File: src/issue_cfg.svh
`ifndef ISSUE_CFG_SVH
`define ISSUE_CFG_SVH

// issue queue depth
`define ISSUE_QUEUE_SIZE 8

// physical register file
`define PHY_REG_NUM 64
`define PHY_TAG_WIDTH 6

// datapath width
`define DATA_WIDTH 32

// reorder buffer tag carried with each op
`define ROB_TAG_WIDTH 5

`endif
File: src/issue_pkg.sv
`default_nettype none
`include "issue_cfg.svh"

package issue_pkg;

    typedef logic [`PHY_TAG_WIDTH-1:0] phy_tag_t;
    typedef logic [`DATA_WIDTH-1:0] data_t;
    typedef logic [$clog2(`ISSUE_QUEUE_SIZE)-1:0] iq_index_t;

    // renamed micro-op, also the queue entry
    typedef struct packed {
        logic                      valid;
        logic                      rf_we;
        logic                      is_alu1_op;
        logic                      is_br_op;
        logic                      is_alu2_op;
        phy_tag_t                  phy_src1;
        phy_tag_t                  phy_src2;
        phy_tag_t                  phy_dest;
        logic [`ROB_TAG_WIDTH-1:0] rob_entry_num;
        logic                      src1_ready;
        logic                      src2_ready;
    } uop_t;

    typedef struct packed {
        logic      valid;
        iq_index_t idx;
    } select_t;

    // bypass and writeback share this layout
    typedef struct packed {
        logic     rf_we;
        phy_tag_t dest;
        data_t    result;
    } result_bus_t;

    typedef struct packed {
        logic                      valid;
        logic                      rf_we;
        logic                      is_alu1_op;
        logic                      is_br_op;
        logic                      is_alu2_op;
        phy_tag_t                  phy_dest;
        logic [`ROB_TAG_WIDTH-1:0] rob_entry_num;
        data_t                     src1_value;
        data_t                     src2_value;
    } issue_to_execute_t;

    typedef struct packed {
        logic     valid;
        phy_tag_t tag;
    } issued_tag_t;

endpackage

`default_nettype wire

File: src/issue_select.sv
`default_nettype none
`include "issue_cfg.svh"

module issue_select (
    input  wire  issue_pkg::uop_t [`ISSUE_QUEUE_SIZE-1:0] entries,
    output issue_pkg::select_t                            sel1,
    output issue_pkg::select_t                            sel2
);
    import issue_pkg::*;

    logic [`ISSUE_QUEUE_SIZE-1:0] ready;
    logic [`ISSUE_QUEUE_SIZE-1:0] lane1_ok;
    logic [`ISSUE_QUEUE_SIZE-1:0] lane2_ok;

    // lowest set bit wins, slot zero is the oldest
    function automatic select_t oldest(input logic [`ISSUE_QUEUE_SIZE-1:0] req);
        select_t pick;
        pick = '0;
        for (int i = `ISSUE_QUEUE_SIZE - 1; i >= 0; i--) begin
            if (req[i]) begin
                pick.valid = 1'b1;
                pick.idx   = iq_index_t'(i);
            end
        end
        return pick;
    endfunction

    always_comb begin
        for (int i = 0; i < `ISSUE_QUEUE_SIZE; i++) begin
            ready[i] = entries[i].valid
                       && entries[i].src1_ready
                       && entries[i].src2_ready;
            // class bits are one-hot so the lanes never overlap
            lane1_ok[i] = ready[i] && (entries[i].is_alu1_op || entries[i].is_br_op);
            lane2_ok[i] = ready[i] && entries[i].is_alu2_op;
        end
    end

    assign sel1 = oldest(lane1_ok);
    assign sel2 = oldest(lane2_ok);

endmodule

`default_nettype wire

File: config.mk
export PLATFORM = sky130hd
export DESIGN_NAME = issue_select
export DESIGN_NICKNAME = d
export VERILOG_FILES = /design/src/issue_pkg.sv /design/src/issue_select.sv
export VERILOG_INCLUDE_DIRS = /design/src /design/src/src
export SDC_FILE = /design/constraint.sdc
export NUM_CORES = 1
export LEC_CHECK = 0
export BUFFER_PORTS_ARGS = -buffer_cell sky130_fd_sc_hd__buf_2
export CAP_MARGIN = 20
export CORE_AREA = 4 4 95 97
export DETAILED_ROUTE_END_ITERATION = 12
export DIE_AREA = 0 0 99 101
export PLACE_DENSITY = 0.49
export SYNTH_ARGS = -nofsm -noshare
export SYNTH_HDL_FRONTEND = slang
export SYNTH_SLANG_ARGS = --single-unit
File: constraint.sdc
create_clock -name vclk -period 0.84
set_input_delay 0.042 -clock vclk [all_inputs]
set_output_delay 0.042 -clock vclk [all_outputs]
set_load 0.03 [all_outputs]
After elaboration in Yosys (flattened, before gate mapping)

Index checks and enable logic that the tools add are counted.
Widths: inputs -> output; s select.

Flip-flop bits (word level): 0
Input bits: 240
Output and inout bits: 8
Word-level logic and storage cells: 56

Multiplexer cells: 16
Reduce and logical (&&, ||, !) cells: 40

Operators by type and width:

| cell              | count |
|---|---|
| $mux 4            | 16 |
| $logic_and 1x1->1 | 32 |
| $logic_or 1x1->1  | 8 |

Logic depth before layout (Yosys ltp)

Gate-level depths: netlist of the first run.

Depth in word-level cells: 11
Gate-level depth with buffers: 4
Gate-level depth less buffers: 4

Worst setup path after synthesis of the first run

No wires, ideal clock.

Kind: input to output
From: input port entries[206] in the netlist's numbering
To: output port sel1[0] in the netlist's numbering
Arrival time: 0.989 ns
Required time: 0.798 ns
Setup slack: -0.191 ns
Cell stages on the path: 4
Buffers on the path: 0
Cells stage by stage: o2111a_1 o211ai_2 nand3_1 a21boi_1

RTL lines:

| element     | RTL line          | text |
|---|---|---|
| from (decl) | issue_select.sv:5 | `` input wire issue_pkg::uop_t [`ISSUE_QUEUE_SIZE-1:0] entries, `` |
| to (decl)   | issue_select.sv:6 | `output issue_pkg::select_t sel1,` |

==> flow_summary_export.csv, run 1 <==
group,metric,value,unit
layout,seq_area,0,um^2
placed_design,globalplace.congestion,0.7565,
placed_design,pre_cts_slack,-334.8,ps
routing,post_drt_wl_per_cell,10.85,um
layout,nNetsFinal,357,
outcome,violations,"negative setup slack",
synthesis,yosysSeqAreaShare,0,%
outcome,status,"complete, but fails checks",
power,p_leak,0.4886,nW
layout,postLayoutCellArea,1189,um^2
grt,overflow,0,
routing,vias_per_cell,3.155,
routing,vias,694,
routing,drc,0,
die,die_y,101,um
die,initial_core_util,3.830,%
sta,tightest_slew,356.2,ps
layout,nClkBuffers,0,
setup_path,slowest_delay,340,ps
layout,fillerInstances,909,
synthesis,yosys-top-cells-area,"o2111ai_1 (20%), nand4_1 (16%), nand2_1 (8.4%)",
synthesis,netlist_instances,46,
placed_design,dpl_cell_area,874.6,um^2
die,num_io_pins,248,
sta,slew_violations,0,
sta,setup_viol_count_final,8,
setup_path,worstPathCellList,"buf_2, nand4_1, and2_4, nand3_2, or3_4, buf_6",
sta,hold_viol_final,0,
routing,drt-pass1-iter-count,2,
routing,postRouteAntennaNets,0,
setup_path,worstSetupEndpointType,"output port",
grt,grt_pass1_vias,740,
synthesis,synthDistinctLibCells,21,
setup_path,crit_path_start_kind,"input port",
grt,grt_max_degree,5,
layout,drive_gt1_share,83.48,%
sta,fin_crit_sh,123.8,%
routing,drt-total-wl,2.387,mm
die,die_w,99,um
sta,relSlewSlack,76.00,%
die,core_area,8134,um^2
setup_path,crit_path_max_fanout,2,
layout,diodes,0,
layout,syn_to_final_growth,281.5,%
synthesis,synth_nets,286,
synthesis,synth_top_area_share,19.68,%
sta,rsz0062_at_grt,"yes",
job,drv_cap,0,
placed_design,io_buffers,56,
routing,dr.first_iter.drc_count,3,
worst_hold_path,hold_path_class,"in -> out",
setup_path,crit_arrival,1000,ps
setup_path,crit_required,800,ps
die,rows,33,
grt,antenna_found_initial,0,
sta,max_clock_freq,961.9,MHz
sta,min_period,1040,ps
synthesis,yosys_warnings,0,
die,die_area,9999,um^2
sta,setup_slack,-199.6,ps
layout,n_sequential_cell,0,
power,powerDensity,546.2,nW/um^2
grt,grt_pass1_wl,3.622,mm
synthesis,avgSynthCellArea,6.773,um^2
synthesis,synth_area_leader_cell,"o2111ai_1",
setup_path,critPathSlowestCell,"or3_4",
power,p_total,0.0006492,W
synthesis,syn_area,311.5,um^2
setup_path,criticalPathCategory,"in -> out",
clock_tree,hold_buffers,0,
power,ir_worst_vdd,323.7,uV
grt,grt_use_total,4.426,%
-- power breakdown --
part / switching, W / internal (W) / leakage, nW
Sequential: 0 / 0 / 0
Combinational: 0.000308 / 0.000342 / 0.489
Clock: 0 / 0 / 0
Total: 0.000308 / 0.000342 / 0.489
-- Yosys cell counts --
cell,number
nand4_1,8
nand2_1,7
o2111ai_1,7
nand3_1,3
nor2_1,3
a21oi_1,2
o21ai_0,2
a21boi_1,1
a31oi_1,1
and2_1,1
and2_4,1
and4_1,1
inv_1,1
nand2b_1,1
nand3_2,1
nand4_2,1
nor3b_2,1
o2111a_1,1
o2111ai_2,1
o211ai_2,1
or3_1,1
-- kinds of logic after synthesis --
family          after synthesis  synth area share [%]
compound gates               16                 42.97
simple gates                 29                 55.83
buf+inv                       1                 1.204
-- final timing paths --
kind / startpoint / slack (ps) / end / cells after the start
hold / removal: entries[89] / 580 / sel1[0] / 5
setup / recovery: entries[60] / -200 / sel2[3] / 6
-- timing repair --
| item | CTS | global route |
|---|---|---|
| pin swaps | 16 | 8 |
| endpoints found under the hold margin | 0 | 0 |
| resized for setup | 43 | 19 |
| endpoints found under the setup margin | 8 | 8 |
| buffers inserted | 2 | 4 |
| cloned | 0 | 0 |
-- layout make-up --
type	count	area, um^2	share of cell area, %
inverter	1	3.754	0.3158
tap	105	131.4	11.05
multi-input combinational	45	510.5	42.95
timing repair buffer	69	543.0	45.68
-- critical path, delay by kind of cell --
kind	cells	cell delay [ps]
and+or+nand+nor	4	710
buffers and inverters	2	260
-- through the flow --
stage | utilization (%) | hold slack, ps | instances | setup TNS, ps
after floorplan | - | 266.2 | 46 | -73.07
final | 14.61 | 576.6 | 220 | -1015
after global placement | 10.75 | 612.1 | 214 | -1498
after global routing | 14.61 | 600.6 | 220 | -1524
after detailed placement | 10.75 | 611.5 | 214 | -1626
after CTS | 13.18 | 571.0 | 216 | -1139
-- layer usage --
metal	GRT usage, %	up-vias	part of all wire, %
met5	0	-	0
met4	0	0	0
met3	0.8304	0	10
met2	7.903	42	47
met1	5.882	308	43
li1	-	344	-
-- cell usage in the layout (no fill, tap or decap), drive strengths merged, types with 2 or more instances in the layout --
| master | netlist | routed |
|---|---|---|
| and2 | 2 | 2 |
| nand2 | 7 | 7 |
| nand3 | 4 | 4 |
| buf | 0 | 69 |
| nor2 | 3 | 3 |
| o21ai | 2 | 2 |
| o2111ai | 8 | 8 |
| a21oi | 2 | 2 |
| nand4 | 9 | 9 |
(Power assumes the default switching activity.)
==> run 2: changes to the inputs <==
PLACE_DENSITY = 0.51   (was 0.49)
RECOVER_POWER = 100   (was unset)
clock period = 0.93 ns   (was 0.84 ns; I/O delays follow)
==> run 2 against run 1 <==
  * The flow still finishes with violations (negative setup slack)
  * Design area is 7.6% lower
  * Utilization is 1.1 points lower
  * Total power is 19% lower
  * First-iteration DRC count rose by 100%
  * Clock-buffer cell count unchanged
  * Sequential share of layout area did not move
  * Critical path depth unchanged
  * Non-clock buffer count down 3
  * Hold slack worse by 21 ps
  * Setup slack improved by 79 ps
  * Flip-flop and latch count is the same
  * Global-route usage is the same
  * Critical path type unchanged
  * Highest routed layer unchanged
==> flow_summary_export.csv, run 2 (synthesis gave the netlist of run 1 again) <==
group,metric,value,unit
routing,vias,674,
power,p_switching,0.0002450,W
layout,n_sequential_cell,0,
sta,min_period,1051,ps
setup_path,path_buf_inv,2,
sta,tightest_slew,260.9,ps
setup_path,crit_path_start_kind,"input port",
layout,drive_gt1_share,80.36,%
outcome,status,"complete, but fails checks",
setup_path,criticalPathCategory,"in -> out",
layout,seq_area,0,um^2
setup_path,worst_path_most_repeated_cell,"buf_6",
die,num_io_pins,248,
sta,relSlewSlack,82.60,%
die,rows,33,
sta,max_clock_freq,951.7,MHz
grt,grt_pass1_wl,3.443,mm
worst_hold_path,hold_start,"entries[60]",
setup_path,crit_path_max_fanout,2,
power,p_clk_share,0,%
grt,grt_max_degree,5,
grt,antenna_found_initial,0,
worst_hold_path,hold_path_class,"in -> out",
clock_tree,hold_buffers,0,
die,die_area,9999,um^2
setup_path,worstPathCellList,"buf_6, nand4_1, and2_4, nand3_2, or3_4, buf_6",
power,p_leak,0.4835,nW
setup_path,critPathSlowestCell,"or3_4",
power,ir_worst_vdd,259.1,uV
layout,final_cell_count_no_fill,217,
sta,fin_crit_sh,113.0,%
power,switching_share,46.76,%
worst_hold_path,min_delay_path_depth,5,
layout,nClkBuffers,0,
routing,drc,0,
die,die_y,101,um
setup_path,cp_top_family,"simple AND/OR/NAND/NOR gates",
power,pwr-share-comb,100.0,%
layout,syn_to_final_growth,252.6,%
power,p_seq_share,0,%
sta,setup_slack,-120.8,ps
grt,grt_pass1_vias,738,
layout,nNetsFinal,354,
routing,drt-total-wl,2.511,mm
worst_hold_path,min_to,"sel1[0]",
placed_design,globalplace.congestion,0.7380,
setup_path,slowest_delay,340,ps
routing,post_drt_wl_per_cell,11.57,um
grt,grt_use_total,4.426,%
sta,hold_viol_final,0,
die,initial_core_util,3.830,%
setup_path,crit_required,880,ps
routing,drt-pass1-iter-count,4,
die,core_area,8134,um^2
setup_path,worstSetupEndpointType,"output port",
grt,overflow,0,
placed_design,dp_hpwl,2.164,mm
placed_design,dp.cells,214,
layout,diodes,0,
power,powerDensity,477.0,nW/um^2
setup_path,crit_arrival,1000,ps
layout,multi_input_area,429.2,um^2
routing,postRouteAntennaNets,0,
outcome,violations,"negative setup slack",
placed_design,io_buffers,56,
power,p_int,0.0002790,W
sta,slew_violations,0,
layout,final_cell_mix,"buf_6 (27), buf_2 (25), buf_4 (14)",
sta,setup_viol_count_final,5,
sta,rsz0062_at_grt,"yes",
job,drv_cap,0,
layout,fillerInstances,918,
die,die_w,99,um
layout,final_common_cell,"buf_6",
routing,dr.first_iter.drc_count,6,
power,p_total,0.0005240,W
routing,vias_per_cell,3.106,
run 2: cell count changes in the layout (fill, tap and decap cells not counted), sizes merged:
cell / previous run / this run
buf: 69 / 66
run 2: worst max-delay path by stage:
stage | startpoint | slack, ps | to | depth (start not counted)
6_report | entries[61] | -120 | sel2[3] | 6
5_1_grt | entries[61] | -170 | sel2[3] | 6
3_5_place_dp | entries[236] | -290 | sel1[3] | 6
2_1_floorplan | entries[116] | -60 | sel1[2] | 3
3_3_place_gp | entries[236] | -250 | sel1[3] | 6
4_1_cts | entries[86] | -130 | sel1[2] | 5
run 2: timing repair:
item / 4_1_cts / 5_1_grt
pin swaps: 10 / 13
endpoints found under the setup margin: 7 / 8
gates resized for setup: 27 / 35
setup buffers: 1 / 2
run 2: layout make-up:
type                            count  share of cell area, %
Inverter                            1                 0.3417
Multi-Input combinational cell     45                  39.07
Tap cell                          105                  11.96
Timing Repair Buffer               66                  48.63
run 2: layer usage:
layer | vias to the layer above | GRT usage (%) | wire (um)
met5 | - | 0 | 0
met1 | 305 | 5.471 | 1040
met3 | 0 | 1.246 | 283
met4 | 0 | 0 | 0
li1 | 331 | - | -
met2 | 38 | 8.110 | 1186
run 2: per-stage QoR:
step | TNS (ps) | area, um^2 | hold slack, ps | setup slack [ps] | util [%]
after floorplan | -120.9 | 321.6 | 332.4 | -63.31 | -
after global placement | -1077 | 785.8 | 636.3 | -250.9 | 9.660
after detailed placement | -1211 | 785.8 | 638.7 | -286.2 | 9.660
after CTS | -435.8 | 928.4 | 610.9 | -126.3 | 11.41
after global routing | -700.0 | 1099 | 598.1 | -168.8 | 13.51
final | -357.0 | 1099 | 555.7 | -120.8 | 13.51
run 2: power by group through the flow:
stage,registers [W],logic (W),clock network (W)
global placement,0,0.000357,0
global route,0,0.000562,0
detailed placement,0,0.000362,0
floorplan,0,0.000166,0
CTS,0,0.000443,0
finish,0,0.000524,0
run 2: worst min-delay path: cells and delay by family:
kind | cells | cell delay [ps]
buffers and inverters | 2 | 200
AND/OR/NAND/NOR | 1 | 90
AO/OA/AOI/OAI | 2 | 160
